### src/hdl/sdp_ram.sv
// Simple dual-port RAM with column write enables and enable-tracked read pipeline
module sdp_ram #(
    parameter int ADDR_WIDTH     = 6,
    parameter int NUM_COL        = 4,   // Independently writable columns
    parameter int COL_WIDTH      = 16,  // Bits per column
    parameter int PIPELINE_DEPTH = 1,   // Extra output register stages
    parameter int CASCADE_DEPTH  = 4    // Max block cascade, deeper is smaller but slower
) (
    input  logic                         clk,
    // Port A, write only
    input  logic                         a_en,
    input  logic [NUM_COL-1:0]           a_wbe,
    input  logic [NUM_COL*COL_WIDTH-1:0] a_wdata,
    input  logic [ADDR_WIDTH-1:0]        a_addr,
    // Port B, read only
    input  logic                         b_en,
    input  logic [ADDR_WIDTH-1:0]        b_addr,
    output logic [NUM_COL*COL_WIDTH-1:0] b_rdata
);

    localparam int DATA_WIDTH = NUM_COL * COL_WIDTH;
    localparam int DEPTH      = 1 << ADDR_WIDTH;

    (* cascade_height = CASCADE_DEPTH *)
    logic [DATA_WIDTH-1:0] mem [DEPTH];

    logic [DATA_WIDTH-1:0] b_ram_q;  // Raw array output register

    // Contents start cleared
    initial begin
        for (int i = 0; i < DEPTH; i++) begin
            mem[i] = '0;
        end
    end

    // Port A column writes
    always_ff @(posedge clk) begin
        for (int c = 0; c < NUM_COL; c++) begin
            if (a_en && a_wbe[c]) begin
                mem[a_addr][c*COL_WIDTH +: COL_WIDTH] <= a_wdata[c*COL_WIDTH +: COL_WIDTH];
            end
        end
    end

    // Port B array read, first cycle of latency
    always_ff @(posedge clk) begin
        if (b_en) begin
            b_ram_q <= mem[b_addr];
        end
    end

    generate
        if (PIPELINE_DEPTH > 0) begin : gen_out_pipe
            logic [DATA_WIDTH-1:0]     data_pipe [PIPELINE_DEPTH];
            logic [PIPELINE_DEPTH-1:0] en_pipe;  // Marks which stage receives a new word

            always_ff @(posedge clk) begin
                en_pipe[0] <= b_en;
                if (en_pipe[0]) begin
                    data_pipe[0] <= b_ram_q;
                end
                for (int s = 1; s < PIPELINE_DEPTH; s++) begin
                    en_pipe[s] <= en_pipe[s-1];
                    if (en_pipe[s]) begin  // Stage holds until its own word arrives
                        data_pipe[s] <= data_pipe[s-1];
                    end
                end
            end

            assign b_rdata = data_pipe[PIPELINE_DEPTH-1];
        end else begin : gen_out_direct
            assign b_rdata = b_ram_q;  // Single cycle read
        end
    endgenerate

endmodule

### config.mk
export PLATFORM = sky130hd
export DESIGN_NAME = sdp_ram
export DESIGN_NICKNAME = d
export VERILOG_FILES = /design/src/hdl/sdp_ram.sv
export SDC_FILE = /design/constraint.sdc
export NUM_CORES = 2
export LEC_CHECK = 0
export BUFFER_PORTS_ARGS = -buffer_cell sky130_fd_sc_hd__buf_2
export CAP_MARGIN = 5
export CORE_ASPECT_RATIO = 1.75
export CORE_UTILIZATION = 40
export CTS_CLUSTER_DIAMETER = 150
export DETAILED_ROUTE_END_ITERATION = 8
export SLEW_MARGIN = 40
export SYNTH_ARGS = -nofsm -noshare
export SYNTH_HDL_FRONTEND = slang
export SYNTH_MEMORY_MAX_BITS = 65536
export SYNTH_SLANG_ARGS = --single-unit
### constraint.sdc
create_clock -name clk -period 6.1 [get_ports clk]
set_input_delay 0 -clock clk [delete_from_list [all_inputs] [get_ports clk]]
set_output_delay 0 -clock clk [all_outputs]
set_load 0.02 [all_outputs]
==> flow_metrics.tcl <==
set metrics [dict create \
    clock_latency_ns 0.96 \
    postCtsSetupBuffers 0 \
    crit_required_ns 6.77 \
    final_common_cell "edfxtp_1" \
    wirelength_um 456000 \
    synth_area_leaders "edfxtp_1 80%, mux4_2 14%, a22oi_1 1.2%" \
    syn_area_um2 160000 \
    finalSetupViolCount 0 \
    synth_seq_cells 4225 \
    fp-row-count 306 \
    multi_input_area_um2 32600 \
    p_total_mw 59.2 \
    regArea_um2 127000 \
    drt-wirelength-per-cell_um 35.6 \
    crit_path_start_kind "primary input" \
    p_leak_nw 55.6 \
    hold_path_depth 2 \
    path_class "in -> reg" \
    hold_path.class "in -> reg" \
    clockPowerShare_pct 40.4 \
    port-buffer-count 146 \
    final_cell_mix "4224 x edfxtp_1, 1024 x mux4_2, 379 x clkbuf_16" \
    comb_power_share_pct 5.1 \
    dr_total_vias 75710 \
    die_w_um 479 \
    ir_worst_vdd_mv 0.225 \
    preCtsSetupSlack_ns 2.48 \
    cts_resized 0 \
    setup-tns-final_ns 0 \
    cp_data_arrival_time_ns 3.25 \
    grt_overflow 0 \
    slew-limit-headroom_pct 33.4 \
    gp_congestion 0.817 \
    drive_gt1_share_pct 30.4 \
    cts_buffers 368 \
    netlist_instances 6853 \
    die_y_um 837 \
    final_net_count 7366 \
    intPower_mw 46.4 \
    worst_slack_ns 3.52 \
    post-synth-top-area-cell "edfxtp_1" \
    drc 0 \
    crit_chain "buf_12 -> buf_16 -> buf_16 -> buf_12 -> mux4_2 -> a22oi_1 -> nand3_1 -> o211a_1" \
    maxCapViolCount 0 \
    grt_antenna_before_repair 19 \
    grt_pass1_vias 77940 \
    drt_iter0_drc 8391 \
    p_switching_mw 12.8 \
    slew_violations 0 \
    post-route-min-period_ns 2.58 \
    track_usage_pct 22.5 \
    worstRegToRegCells 4 \
    tightest_slew_ns 0.996 \
    status "complete, no violations" \
    first_pass_iters 8 \
    power.share.sequential_pct 54.5 \
    drtAntennaViolNets 0 \
    syn_area_per_cell_um2 23.3 \
    dp_cells 12079 \
    fp.coreArea_um2 397000 \
    pin_count 147 \
    cp-end-kind "register" \
    synth_top_area_share_pct 79.5 \
    start_util_pct 40.2 \
    viasPerCell 5.90 \
    final_core_util_pct 45.9 \
    cts_tree "yes" \
    fin_skew_ns 0.0371 \
    synth_warnings 0 \
    sw_frac_of_total_pct 21.6 \
    path_max_fanout 58 \
    clk_path_buf_depth 4 \
    htreeDepth 5 \
    period_share_pct 42.3 \
    hold_viol_final 0 \
    dpl.hpwl_um 279000 \
    synth_nets 6936 \
    grt_first_pass_wirelength_um 630000 \
    nFillCells 32658 \
    timing.fmax_ghz 0.387 \
    crit_slowest_cell "mux4_2" \
    cellPowerDensity_nw_per_um2 325 \
    fin_cells 12827 \
    grt_max_degree 106 \
    rsz0062_at_grt "no" \
    clk_pin_slew_ns 0.07 \
    critPathMaxStageDelay_ns 0.57 \
    area_delta_synth_final_pct 14.1 \
    synth.distinct_cells 30 \
    dieArea_um2 401000 \
    clock_sinks 4225 \
    ys_seq_area_share_pct 79.5 \
    cts_root_buf "clkbuf_16" \
]
[logic make-up (layout without fill, tap and decap cells)]
logic type      Yosys count  count (layout)  synth area share (%)
flops                  4225            4225                  79.5
mux                    1132            1132                  15.1
compound gates          554             554                  2.64
simple gates            541             541                  1.48
buf+inv                 401            1129                  1.22
other cells               0              10                     0
[layout make-up]
cell class / count / area share (%)
clock inverters: 231 / 1.32
multi-input cells: 2227 / 17.9
repair buffers: 461 / 2.14
well taps: 5236 / 3.60
clock buffers: 437 / 5.33
flip-flops and latches: 4225 / 69.7
diodes: 10 / 0.0137
[sequential cells by signal (all words and copies together) (netlist names)]
register                cells
mem                      4096
b_ram_q                    64
gen_out_pipe.data_pipe     64
gen_out_pipe.en_pipe        1
[worst paths after layout]
check	from	end	slack, ns
setup / recovery	b_addr[0]	b_ram_q[35]	3.52
hold / removal	b_en	gen_out_pipe.en_pipe	0.05
setup reg to reg	mem[19][19]	b_ram_q[19]	3.79
hold reg to reg	b_ram_q[39]	gen_out_pipe.data_pipe[0][39]	0.43
[synth_stat cells, drive strengths merged]
master	number
a211oi	64
a22oi	256
and2	3
and3	2
and3b	4
buf	232
clkbuf	169
dfxtp	1
edfxtp	4224
mux2i	108
mux4	1024
nand2	73
nand2b	6
nand3	111
nand3b	20
nor2	302
nor2b	5
nor3	2
nor3b	6
o211a	64
o221ai	42
o22ai	128
or2	2
or3	2
or3b	3
[routing by layer]
metal | routed length [µm] | GRT usage, %
met1 | 160000 | 26.5
met2 | 240000 | 39.7
met3 | 30200 | 3.52
met4 | 26600 | 11.8
met5 | 27 | 0
[timing repair]
action | 4_1_cts | 5_1_grt
hold endpoints to repair | 4252 | 0
setup endpoints to repair | 0 | 0
hold buffers | 67 | 0
[through the flow]
| step | instance area, µm² | hold WS, ns |
|---|---|---|
| 6_report | 182000 | 0.0523 |
| 5_1_grt | 182000 | 0.0220 |
| 4_1_cts | 182000 | 0.00476 |
| 3_5_place_dp | 169000 | 0.413 |
| 3_3_place_gp | 168000 | 0.411 |
| 2_1_floorplan | 160000 | 0.0277 |
[worst max-delay path, delay by kind of cell]
kind                   cells  cell delay [ns]
AOI/OAI and AO/OA          2             0.62
buffers and inverters      4             1.28
and+or+nand+nor            1             0.50
muxes                      1             0.57
[power groups by stage]
stage               logic, mW  registers (mW)  clock network (mW)
finish                   3.03            32.3                23.9
global route             3.15            32.3                25.2
CTS                      3.06            32.3                24.2
detailed placement       3.02            32.9                   0
global placement         2.90            32.9                   0
floorplan                1.44            32.9                   0
No activity file was read; power rests on OpenSTA's default activity.
