$ cat src/hdl/line_store_cfg_pkg.sv
// Line store geometry: index, tag and column widths with their vector types
package line_store_cfg_pkg;

    // Direct-mapped, one tag entry per line
    localparam int INDEX_WIDTH = 6;   // 64 lines
    localparam int TAG_WIDTH   = 10;  // Upper address bits kept per line

    // Data word split into independently writable columns
    localparam int NUM_COL     = 4;
    localparam int COL_WIDTH   = 16;
    localparam int DATA_WIDTH  = NUM_COL * COL_WIDTH;  // 64 bit line

    // Line index into both RAMs
    typedef logic [INDEX_WIDTH-1:0] line_index_t;

    // Stored and compared tag
    typedef logic [TAG_WIDTH-1:0] line_tag_t;

    // One bit per column
    // Used for write enables, valid bits and hit bits alike
    typedef logic [NUM_COL-1:0] col_mask_t;

    // Full line payload, column 0 in the low bits
    typedef logic [DATA_WIDTH-1:0] line_data_t;

endpackage

$ cat src/hdl/line_store_msg_pkg.sv
// Line store request, response and tag entry formats
package line_store_msg_pkg;

    import line_store_cfg_pkg::*;

    // Write request
    // Data columns land where col_mask is set, the tag entry is replaced whole
    typedef struct packed {
        line_index_t index;     // Target line
        line_tag_t   tag;       // New tag for the line
        col_mask_t   col_mask;  // Columns written, also the new valid mask
        line_data_t  data;      // Full word, unmasked columns ignored
    } wr_req_t;

    // Lookup request
    typedef struct packed {
        line_index_t index;  // Line to read
        line_tag_t   tag;    // Tag to compare against
    } lookup_req_t;

    // Lookup response, one per lookup, in order
    typedef struct packed {
        col_mask_t  hit_mask;  // Tag match AND stored valid bits
        line_data_t data;      // Miss columns read as zero
    } lookup_rsp_t;

    // One word of the tag RAM
    // Valid mask zero after reset so every line misses
    typedef struct packed {
        line_tag_t tag;
        col_mask_t valid_mask;  // Columns holding live data
    } tag_entry_t;

endpackage

$ cat src/hdl/hit_merge.sv
// Lookup tracker that aligns tag and data reads and forms the hit mask and masked data
module hit_merge #(
    parameter int PIPELINE_DEPTH = 1  // Must match the RAM output pipeline
) (
    input  logic                             clk,
    input  logic                             rst_n,
    // Lookup issue side
    input  bit                               lu_valid,
    input  line_store_cfg_pkg::line_tag_t    lu_tag,
    // Aligned RAM read words
    input  line_store_msg_pkg::tag_entry_t   tag_rdata,
    input  line_store_cfg_pkg::line_data_t   data_rdata,
    // Response
    output bit                               rsp_valid,
    output line_store_msg_pkg::lookup_rsp_t  rsp
);

    import line_store_cfg_pkg::*;

    // Array register plus output stages
    localparam int LATENCY = 1 + PIPELINE_DEPTH;

    logic [LATENCY-1:0] valid_pipe;             // Lookup in flight per stage
    line_tag_t          tag_pipe [LATENCY];     // Tag riding alongside each read
    line_tag_t          tag_aligned;            // Tag of the lookup now at the RAM output
    logic               tag_match;
    col_mask_t          hit_mask;

    // Valid and tag delay line
    // Tag stages load only with their valid bit, same as the RAM stages
    always_ff @(posedge clk or negedge rst_n) begin
        if (!rst_n) begin
            valid_pipe <= '0;
            for (int s = 0; s < LATENCY; s++) begin
                tag_pipe[s] <= '0;
            end
        end else begin
            valid_pipe[0] <= lu_valid;
            if (lu_valid) begin
                tag_pipe[0] <= lu_tag;
            end
            for (int s = 1; s < LATENCY; s++) begin
                valid_pipe[s] <= valid_pipe[s-1];
                if (valid_pipe[s-1]) begin
                    tag_pipe[s] <= tag_pipe[s-1];
                end
            end
        end
    end

    assign tag_aligned = tag_pipe[LATENCY-1];

    // Hit test, no added cycle
    assign tag_match = (tag_rdata.tag == tag_aligned);
    assign hit_mask  = tag_match ? tag_rdata.valid_mask : '0;  // Valid bits only count on match

    // Response word
    always_comb begin
        rsp.hit_mask = hit_mask;
        for (int c = 0; c < NUM_COL; c++) begin
            // Miss columns read as zero
            rsp.data[c*COL_WIDTH +: COL_WIDTH] =
                hit_mask[c] ? data_rdata[c*COL_WIDTH +: COL_WIDTH] : '0;
        end
    end

    assign rsp_valid = valid_pipe[LATENCY-1];  // One strobe per lookup

    // Response word fully known on every strobe once out of reset
    a_rsp_known: assert property (
        @(posedge clk) disable iff (!rst_n)
        rsp_valid |-> !$isunknown(rsp)
    ) else $error("Response unknown while rsp_valid is high");

    // A response whose stored tag differs from the tag issued LATENCY cycles ago must miss
    a_miss_on_tag_mismatch: assert property (
        @(posedge clk) disable iff (!rst_n)
        rsp_valid && (tag_rdata.tag != $past(lu_tag, LATENCY)) |-> rsp.hit_mask == '0
    ) else $error("Hit reported on tag mismatch");

endmodule

$ cat config.mk
export PLATFORM = sky130hd
export DESIGN_NAME = hit_merge
export DESIGN_NICKNAME = d
export VERILOG_FILES = /design/src/hdl/line_store_cfg_pkg.sv /design/src/hdl/line_store_msg_pkg.sv /design/src/hdl/hit_merge.sv
export SDC_FILE = /design/constraint.sdc
export NUM_CORES = 1
export LEC_CHECK = 0
export BUFFER_PORTS_ARGS = -buffer_cell sky130_fd_sc_hd__buf_2
export CAP_MARGIN = 20
export CORE_ASPECT_RATIO = 1.25
export CORE_MARGIN = 3
export CORE_UTILIZATION = 25
export CTS_BUF_LIST = sky130_fd_sc_hd__clkbuf_4 sky130_fd_sc_hd__clkbuf_8
export DETAILED_ROUTE_END_ITERATION = 6
export HOLD_SLACK_MARGIN = 0.08
export PLACE_DENSITY_LB_ADDON = 0.3
export SYNTH_ARGS = -nofsm -noshare
export SYNTH_HDL_FRONTEND = slang
export SYNTH_SLANG_ARGS = --single-unit
$ cat constraint.sdc
create_clock -name clk -period 1.3 [get_ports clk]
set_input_delay 0 -clock clk [delete_from_list [all_inputs] [get_ports clk]]
set_output_delay 0 -clock clk [all_outputs]
set_load 0.05 [all_outputs]
==> results.toml, run 1 <==
[synthesis]
syn_area_per_cell_um2 = 8.59
synth.largest_area_cell = "dfrtp_1"
synth_fp_nets = 329
synth_cell_type_count = 18
ys_warn_count = 0
synth_area_mm2 = 0.00204
ys_async_sr_fraction_pct = 100
yosys-top-cells-area = "dfrtp_1, nand4_1, nor4_1"
synth-seq-cells = 22
synth_top_area_share_pct = 26.9
syn_inst = 238
ys_seq_area_share_pct = 26.9
synth_most_common_cell = "nand4_1"
synth_common_cells = "nand4_1, nor4_1, clkbuf_1, dfrtp_1, nor4_2"
yosys_most_used_dff = "dfrtp_1"
synth_edf_count = 0

[timing]
hold_viol = 0
rsz0062_at_grt = "yes"
fin_crit_sh_pct = 151
finClkSkew_ns = 0.00145
worst_pin_slew_ns = 0.493
fin_crit_ns = 1.96
setup_viol = 68
fin_ws_ns = -0.658
slew_violations = 0
max_freq_mhz = 511
max_slew_margin_pct = 67.2

[placement]
dpl.cell_count = 480
dp_hpwl_mm = 6.14
io_buffers = 159
place_congestion = 0.731

[global_route]
met2_usage_pct = 33.5
top_usage_layer = "met2"
gr-total-overflow = 0
grt.total_usage_pct = 18.4
grt_pass1_wl_mm = 14.2
met3_usage_pct = 3.23
grt_pass1_vias = 2797
use_met1_pct = 22.9
antenna_found_initial = 1
grt_max_degree = 54

[pwr]
vdd_drop_max_v = 0.000961
power_leakage_nw = 2.16
power_w = 0.00376
powerDensity_mw_per_mm2 = 753

[detailed_routing]
post_drt_wl_per_cell_um = 17.7
ant_nets = 0
vias_per_cell = 5.57
vias = 2824
routed_wl_mm = 9.00
drc = 0
first_iter_violations = 164
dr.pass1.iters = 4

[layout]
fin_util_pct = 63.3
diodes = 0
fill_cells = 589
fin_cells = 507
drive_above_1_share_pct = 73.1
fin_nets = 504
area_growth_pct = 144

[floorplan]
dieWidth_um = 86.9
die-height_um = 107
start_util_pct = 25.9
die_area_mm2 = 0.00931
core_mm2 = 0.00788
rows = 36
ios = 160

[clock_network]
tritoncts = "built"
cts.clk_slew.worst_paths_ns = 0.08
clock-sinks = 22
clk_latency_ns = 0.26
cts_root_buf = "clkbuf_8"
htree_levels = 1
clock_path_buffers = 2
cts_made_buffers = 3

[setup_path]
r2r_slack_ns = 0.17
critical_path_arrival_ns = 1.96
crit_path_max_fanout = 8
end_kind = "output port"
cp.required_ns = 1.30
start_kind = "flop"
criticalPathCategory = "reg2out"

[status]
violations = "setup timing"
status = "complete, but fails checks"

[hold_path]
worstHoldPathType = "in2async"

[flow_run]
maxCapViolCount = 0
-- routing by layer --
metal	part of all wire (%)	routed length [um]	vias up
li1	-	-	1323
met1	38	3440	1379
met2	54	4860	107
met3	6.4	578	13
met4	1.2	105	2
met5	0.10	9	-
-- worst max-delay path, stage by stage (launching register included) --
cell	delay [ns]
dfrtp_1	0.40
xor2_1	0.15
a221o_4	0.45
buf_12	0.19
nor4_4	0.30
buf_6	0.20
-- per-stage QoR --
stage | setup TNS (ns) | setup WS, ns | hold WS [ns] | instance area, um^2
after global routing | -45.84 | -0.723 | 0.275 | 4990
after CTS | -41.93 | -0.658 | 0.235 | 4790
after floorplan | -28.34 | -0.542 | -0.296 | 3110
after global placement | -23.25 | -0.389 | -0.0246 | 4170
final | -40.68 | -0.658 | 0.227 | 4990
after detailed placement | -25.58 | -0.436 | -0.0131 | 4170
-- placed cells by master, fill, tap and decap left out, drive strengths merged --
cell	Yosys	routed
a221o	1	1
buf	18	202
bufinv	0	1
clkbuf	27	4
dfrtp	22	22
dlygate4sd3	0	12
inv	2	2
mux2	18	18
nand2	2	2
nand3	4	4
nand4	65	65
nor4	68	68
o21ai	2	2
o221ai	1	1
xnor2	7	7
xor2	1	1
-- cell families (layout without fill, tap and decap cells) --
family	count (synthesis)	count (layout)	share of synthesized area (%)
AOI/OAI and AO/OA	4	4	1.41
and+or+nand+nor	139	139	48.2
DFF	22	22	26.9
xor gates and xnor gates	8	8	3.43
muxes	18	18	9.91
buffers and inverters	47	221	10.2
-- layout make-up --
type                    instances  area, um^2  share of cell area (%)
multi-input cells             169        2260                    45.4
inverters                       2        7.51                   0.151
flip-flops and latches         22         553                    11.1
clock inverters                 1        30.0                   0.602
clock buffers                   3        41.3                   0.828
well taps                      95         119                    2.38
repair buffers                215        1970                    39.6
-- path summary, 6_finish.rpt --
check,startpoint,to,cells past startpoint
hold / removal,rst_n,tag_pipe[13],2
hold reg to reg,tag_pipe[18],tag_aligned[8],2
setup / recovery,tag_aligned[0],rsp[59],5
min in group clk,data_rdata[55],rsp[55],4
setup reg to reg,valid_pipe[0],tag_aligned[0],1
max in group asynchronous,rst_n,tag_aligned[1],2
-- power breakdown --
part	switching, W	internal [W]
Sequential	0.0000605	0.000764
Clock	0.000229	0.000411
Combinational	0.00143	0.000866
Total	0.00171	0.00204
-- registers in the layout (all words and copies together), names as in the netlist --
register,count
tag_pipe,10
valid_pipe,2
tag_aligned,10
-- repair_timing --
item,in CTS,in global routing
endpoints found under the setup margin,68,68
resized for setup,121,27
buffers inserted,3,6
pin swaps,18,13
hold buffers,12,0
hold endpoints to repair,33,0
gates cloned,1,1
No activity file was read; power rests on OpenSTA's default activity.
==> inputs of run 2 (changes only) <==
- CORE_UTILIZATION: 25 -> 37
==> results.toml, run 2 (synthesis gave the netlist of run 1 again) <==
[detailed_routing]
vias_per_cell = 6.45
drc = 0
first_iter_violations = 179
routed_wl_mm = 12.2
vias = 3064
dr.pass1.iters = 4
post_drt_wl_per_cell_um = 25.7
ant_nets = 0

[clock_network]
cts.clk_slew.worst_paths_ns = 0.08
tritoncts = "built"
clock-sinks = 22
clk_latency_ns = 0.27
clock_path_buffers = 2
cts_root_buf = "clkbuf_8"
cts_made_buffers = 3
htree_levels = 1

[status]
violations = "setup timing"
status = "complete, but fails checks"

[timing]
rsz0062_at_grt = "yes"
fin_ws_ns = -0.755
fin_crit_sh_pct = 158
setup_viol = 68
fin_crit_ns = 2.05
hold_viol = 0
slew_violations = 0
holdWs_ns = 0.228
worst_pin_slew_ns = 0.527
finClkSkew_ns = 0.00412
max_freq_mhz = 487
max_slew_margin_pct = 64.9

[placement]
io_buffers = 159
dpl.cell_count = 441
place_congestion = 0.841
dp_hpwl_mm = 6.10

[setup_path]
worst-path-buf-inv = 3
rr_endpoint = "tag_aligned[4]"
criticalPathCategory = "reg2out"
r2r_slack_ns = 0.09
cp_slowest_cell = "dfrtp_1"
r2r-start = "valid_pipe[0]"
crit_path_max_fanout = 9
rr_worst_depth = 1
worstPathCellList = "xnor2_1 > nand4_1 > buf_4 > buf_12 > nor4_4 > buf_6"
cpPeakStageDelay_ns = 0.42
start_kind = "flop"
critical_path_arrival_ns = 2.05
cp_top_family = "buffers and inverters"
end_kind = "output port"
cp.required_ns = 1.30

[global_route]
grt_max_degree = 45
grt_pass1_wl_mm = 15.1
grt_pass1_vias = 2961
grt.total_usage_pct = 29.4
antenna_found_initial = 1
gr-total-overflow = 0

[floorplan]
die_area_mm2 = 0.00646
start_util_pct = 39.1
ios = 160
core_mm2 = 0.00523
rows = 29
dieWidth_um = 72.5
die-height_um = 89.1

[layout]
final_common_cell = "buf_2"
area_growth_pct = 143
fill_cells = 131
drive_above_1_share_pct = 72.8
fin_nets = 504
layout_common_cells = "buf_2, buf_6, nor4_4"
fin_cells = 475

[pwr]
swShare_pct = 46.9
powerDensity_mw_per_mm2 = 794
power_leakage_nw = 2.16
vdd_drop_max_v = 0.000970
p_sw_w = 0.00185
power_w = 0.00394
internal-power_w = 0.00209
pwr-share-clk_pct = 16.2
p_comb_share_pct = 62.5
p_seq_share_pct = 21.2

[hold_path]
worstHoldPathType = "in2async"

[flow_run]
maxCapViolCount = 0
-- run 2: power by group through the flow --
stage | logic, W | clock network [W] | registers [W]
after floorplan | 0.00154 | 0 | 0.000817
after global placement | 0.00197 | 0 | 0.000829
after detailed placement | 0.00201 | 0 | 0.000834
after CTS | 0.00205 | 0.000635 | 0.000820
after global routing | 0.00255 | 0.000669 | 0.000845
final | 0.00246 | 0.000640 | 0.000837
-- run 2: cell type report --
cell class | count | area [um^2] | share of cell area, %
Multi-Input combinational cell | 170 | 2270 | 45.7
Timing Repair Buffer | 214 | 1980 | 40.0
Sequential cell | 22 | 553 | 11.1
Tap cell | 62 | 77.6 | 1.56
Clock buffer | 3 | 41.3 | 0.832
Clock inverter | 1 | 30.0 | 0.605
Inverter | 2 | 7.51 | 0.151
Antenna cell | 1 | 2.50 | 0.0504
-- run 2: routing by layer --
metal	routed length [um]	up-vias	track usage, %
li1	-	1328	-
met1	4070	1509	32.4
met2	6670	178	55.5
met3	837	49	4.05
met4	607	0	13.6
met5	0	-	0
-- run 2: per-stage QoR --
stage | setup TNS, ns | setup WS, ns | utilization (%) | area [um^2]
after floorplan | -28.34 | -0.542 | - | 3110
after global routing | -49.31 | -0.819 | 95.0 | 4960
final | -46.99 | -0.755 | 95.0 | 4960
after CTS | -39.43 | -0.611 | 89.8 | 4690
after detailed placement | -24.88 | -0.400 | 77.9 | 4070
after global placement | -23.39 | -0.377 | 77.9 | 4070
-- run 2: what timing repair did --
action,in CTS,in global routing
pin swaps,3,21
setup buffers,0,9
hold endpoints to repair,33,0
setup endpoints to repair,68,68
hold buffers,12,0
resized for setup,137,8
gates cloned,0,8
-- run 2: worst max-delay path by stage --
| stage | startpoint | to | slack, ns | cells after the start |
|---|---|---|---|---|
| floorplan | tag_aligned[0] | rsp[43] | -0.54 | 5 |
| global placement | tag_aligned[3] | rsp[37] | -0.38 | 6 |
| detailed placement | tag_aligned[0] | rsp[52] | -0.40 | 5 |
| CTS | tag_aligned[0] | rsp[59] | -0.61 | 5 |
| global route | tag_aligned[3] | rsp[30] | -0.82 | 6 |
| finish | tag_aligned[3] | rsp[26] | -0.75 | 6 |
==> inputs of run 3 (changes only) <==
- ABC_AREA: unset -> 1
- CORE_UTILIZATION: 37 -> 36
==> results.toml, run 3 <==
[status]
status = "complete, but fails checks"
violations = "setup timing"

[detailed_routing]
first_iter_violations = 49
vias_per_cell = 4.25
vias = 2054
dr.pass1.iters = 4
ant_nets = 0
drc = 0
routed_wl_mm = 6.40
post_drt_wl_per_cell_um = 13.2

[synthesis]
yosys-top-cells-area = "dfrtp_1, nor2_4, inv_1"
synth_top_area_share_pct = 28.6
synth.largest_area_cell = "dfrtp_1"
synth_compound_area_share_pct = 3.64
synth_cell_type_count = 19
ys_seq_area_share_pct = 28.6
synth_simple_gate_area_share_pct = 40.2
synth_most_common_cell = "inv_1"
synth_top_family_by_area = "simple AND/OR/NAND/NOR gates"
synth_adder_area_share_pct = 0
synth_mux_area_share_pct = 3.51
synthXorXnorAreaFrac_pct = 3.38
synth_common_cells = "inv_1, nor2_4, nor2_1, nand2_1, dfrtp_1"
synth_edf_count = 0
syn_inst = 241
yosys_most_used_dff = "dfrtp_1"
synth-seq-cells = 22
syn_area_per_cell_um2 = 8.00
ys_async_sr_fraction_pct = 100
synth_fp_nets = 332
synth_area_mm2 = 0.00193
ys_warn_count = 0

[pwr]
powerDensity_mw_per_mm2 = 483
power_leakage_nw = 2.01
power_w = 0.00182
vdd_drop_max_v = 0.000730

[timing]
fin_crit_ns = 1.76
finClkSkew_ns = 0.00152
holdWs_ns = 0.225
worst_pin_slew_ns = 0.519
max_slew_margin_pct = 65.4
fin_ws_ns = -0.463
setup_viol = 68
fin_tns_setup_ns = -29.43
hold_viol = 0
fin_crit_sh_pct = 136
slew_violations = 0
max_freq_mhz = 567
rsz0062_at_grt = "yes"

[global_route]
gr-total-overflow = 0
grt_pass1_vias = 2065
grt_max_degree = 23
antenna_found_initial = 0
grt.total_usage_pct = 18.8
grt_pass1_wl_mm = 9.52

[setup_path]
cpMostUsedCell = "nor2_4"
crit_path_max_fanout = 8
worstPathCellList = "xnor2_2 > nand2_2 > nor2_4 > nand3_4 > clkbuf_16 > nor2_4 > buf_6"
cpPeakStageDelay_ns = 0.42
critical_path_arrival_ns = 1.76
start_kind = "flop"
criticalPathCategory = "reg2out"
end_kind = "output port"
cp_slowest_cell = "dfrtp_1"
cp.required_ns = 1.30

[placement]
place_congestion = 0.723
place_area_mm2 = 0.00294
dp_hpwl_mm = 4.36
io_buffers = 159

[clock_network]
tritoncts = "built"
cts.clk_slew.worst_paths_ns = 0.07
cts_root_buf = "clkbuf_8"
clock-sinks = 22
cts_setup_buffers = 0
htree_levels = 1
clk_latency_ns = 0.26
clock_path_buffers = 2
cts_made_buffers = 3

[layout]
area_growth_pct = 95.4
fill_cells = 347
diodes = 0
postLayoutCellArea_mm2 = 0.00376
final_common_cell = "buf_2"
layout_common_cells = "buf_2, inv_1, nor2_4"
drive_above_1_share_pct = 63.4
fin_nets = 513

[floorplan]
die_area_mm2 = 0.00627
core_mm2 = 0.00512
dieWidth_um = 71.4
ios = 160
rows = 29
start_util_pct = 37.7
die-height_um = 87.8

[hold_path]
worstHoldPathType = "in2async"

[flow_run]
maxCapViolCount = 0
[run 3: area by class of cell]
cell class / count / area (um^2) / area share (%)
Tap cell: 62 / 77.6 / 2.06
Inverter: 82 / 315 / 8.37
Multi-Input combinational cell: 130 / 1160 / 30.7
Clock buffer: 4 / 55.1 / 1.46
Sequential cell: 22 / 551 / 14.6
Timing Repair Buffer: 183 / 1610 / 42.7
[run 3: where the power goes]
group	switching [W]	leakage (nW)	total, W	internal (W)
Sequential	0.0000447	0.261	0.000798	0.000753
Clock	0.000209	0.0288	0.000478	0.000270
Combinational	0.000280	1.72	0.000542	0.000262
[run 3: worst max-delay path, delay by kind of cell (launching register included)]
family                    cells  cell delay, ns
and+or+nand+nor               4            0.55
DFF                           1            0.42
buffers and inverters         2            0.36
xor gates and xnor gates      1            0.17
[run 3: logic make-up after synthesis]
logic type,count (synthesis)
xor+xnor,4
simple gates,106
compound gates,14
mux,6
flops,22
buf+inv,89
[run 3: worst paths after layout]
check | from | to | slack, ns | cells after the start
max reg2reg | valid_pipe[0] | tag_aligned[3] | 0.30 | 1
max in group asynchronous | rst_n | tag_aligned[8] | 0.75 | 2
min | rst_n | tag_pipe[11] | 0.23 | 2
min in group clk | data_rdata[47] | rsp[47] | 0.33 | 4
max | tag_aligned[5] | rsp[28] | -0.46 | 7
min reg2reg | tag_pipe[17] | tag_aligned[7] | 0.48 | 2
[run 3: layer usage]
layer  up-vias  share of wire (%)  track usage [%]
li1       1023                  -                -
met1       918                 30             18.2
met2       102                 59             38.1
met3        11                9.8             6.08
met4         0                1.4             3.76
met5         -                  0                0
[run 3: through the flow]
stage | worst slack (ns) | cells | utilization [%]
4_1_cts | -0.476 | 480 | 69.4
5_1_grt | -0.557 | 483 | 73.6
3_3_place_gp | -0.223 | 464 | 57.5
3_5_place_dp | -0.255 | 464 | 57.5
6_report | -0.463 | 483 | 73.6
2_1_floorplan | -0.201 | 241 | -
[run 3: what timing repair did]
item | 4_1_cts | 5_1_grt
resized for setup | 136 | 34
cloned | 0 | 3
hold buffers | 12 | 0
hold endpoints to repair | 33 | 0
pin swaps | 0 | 2
endpoints found under the setup margin | 68 | 68
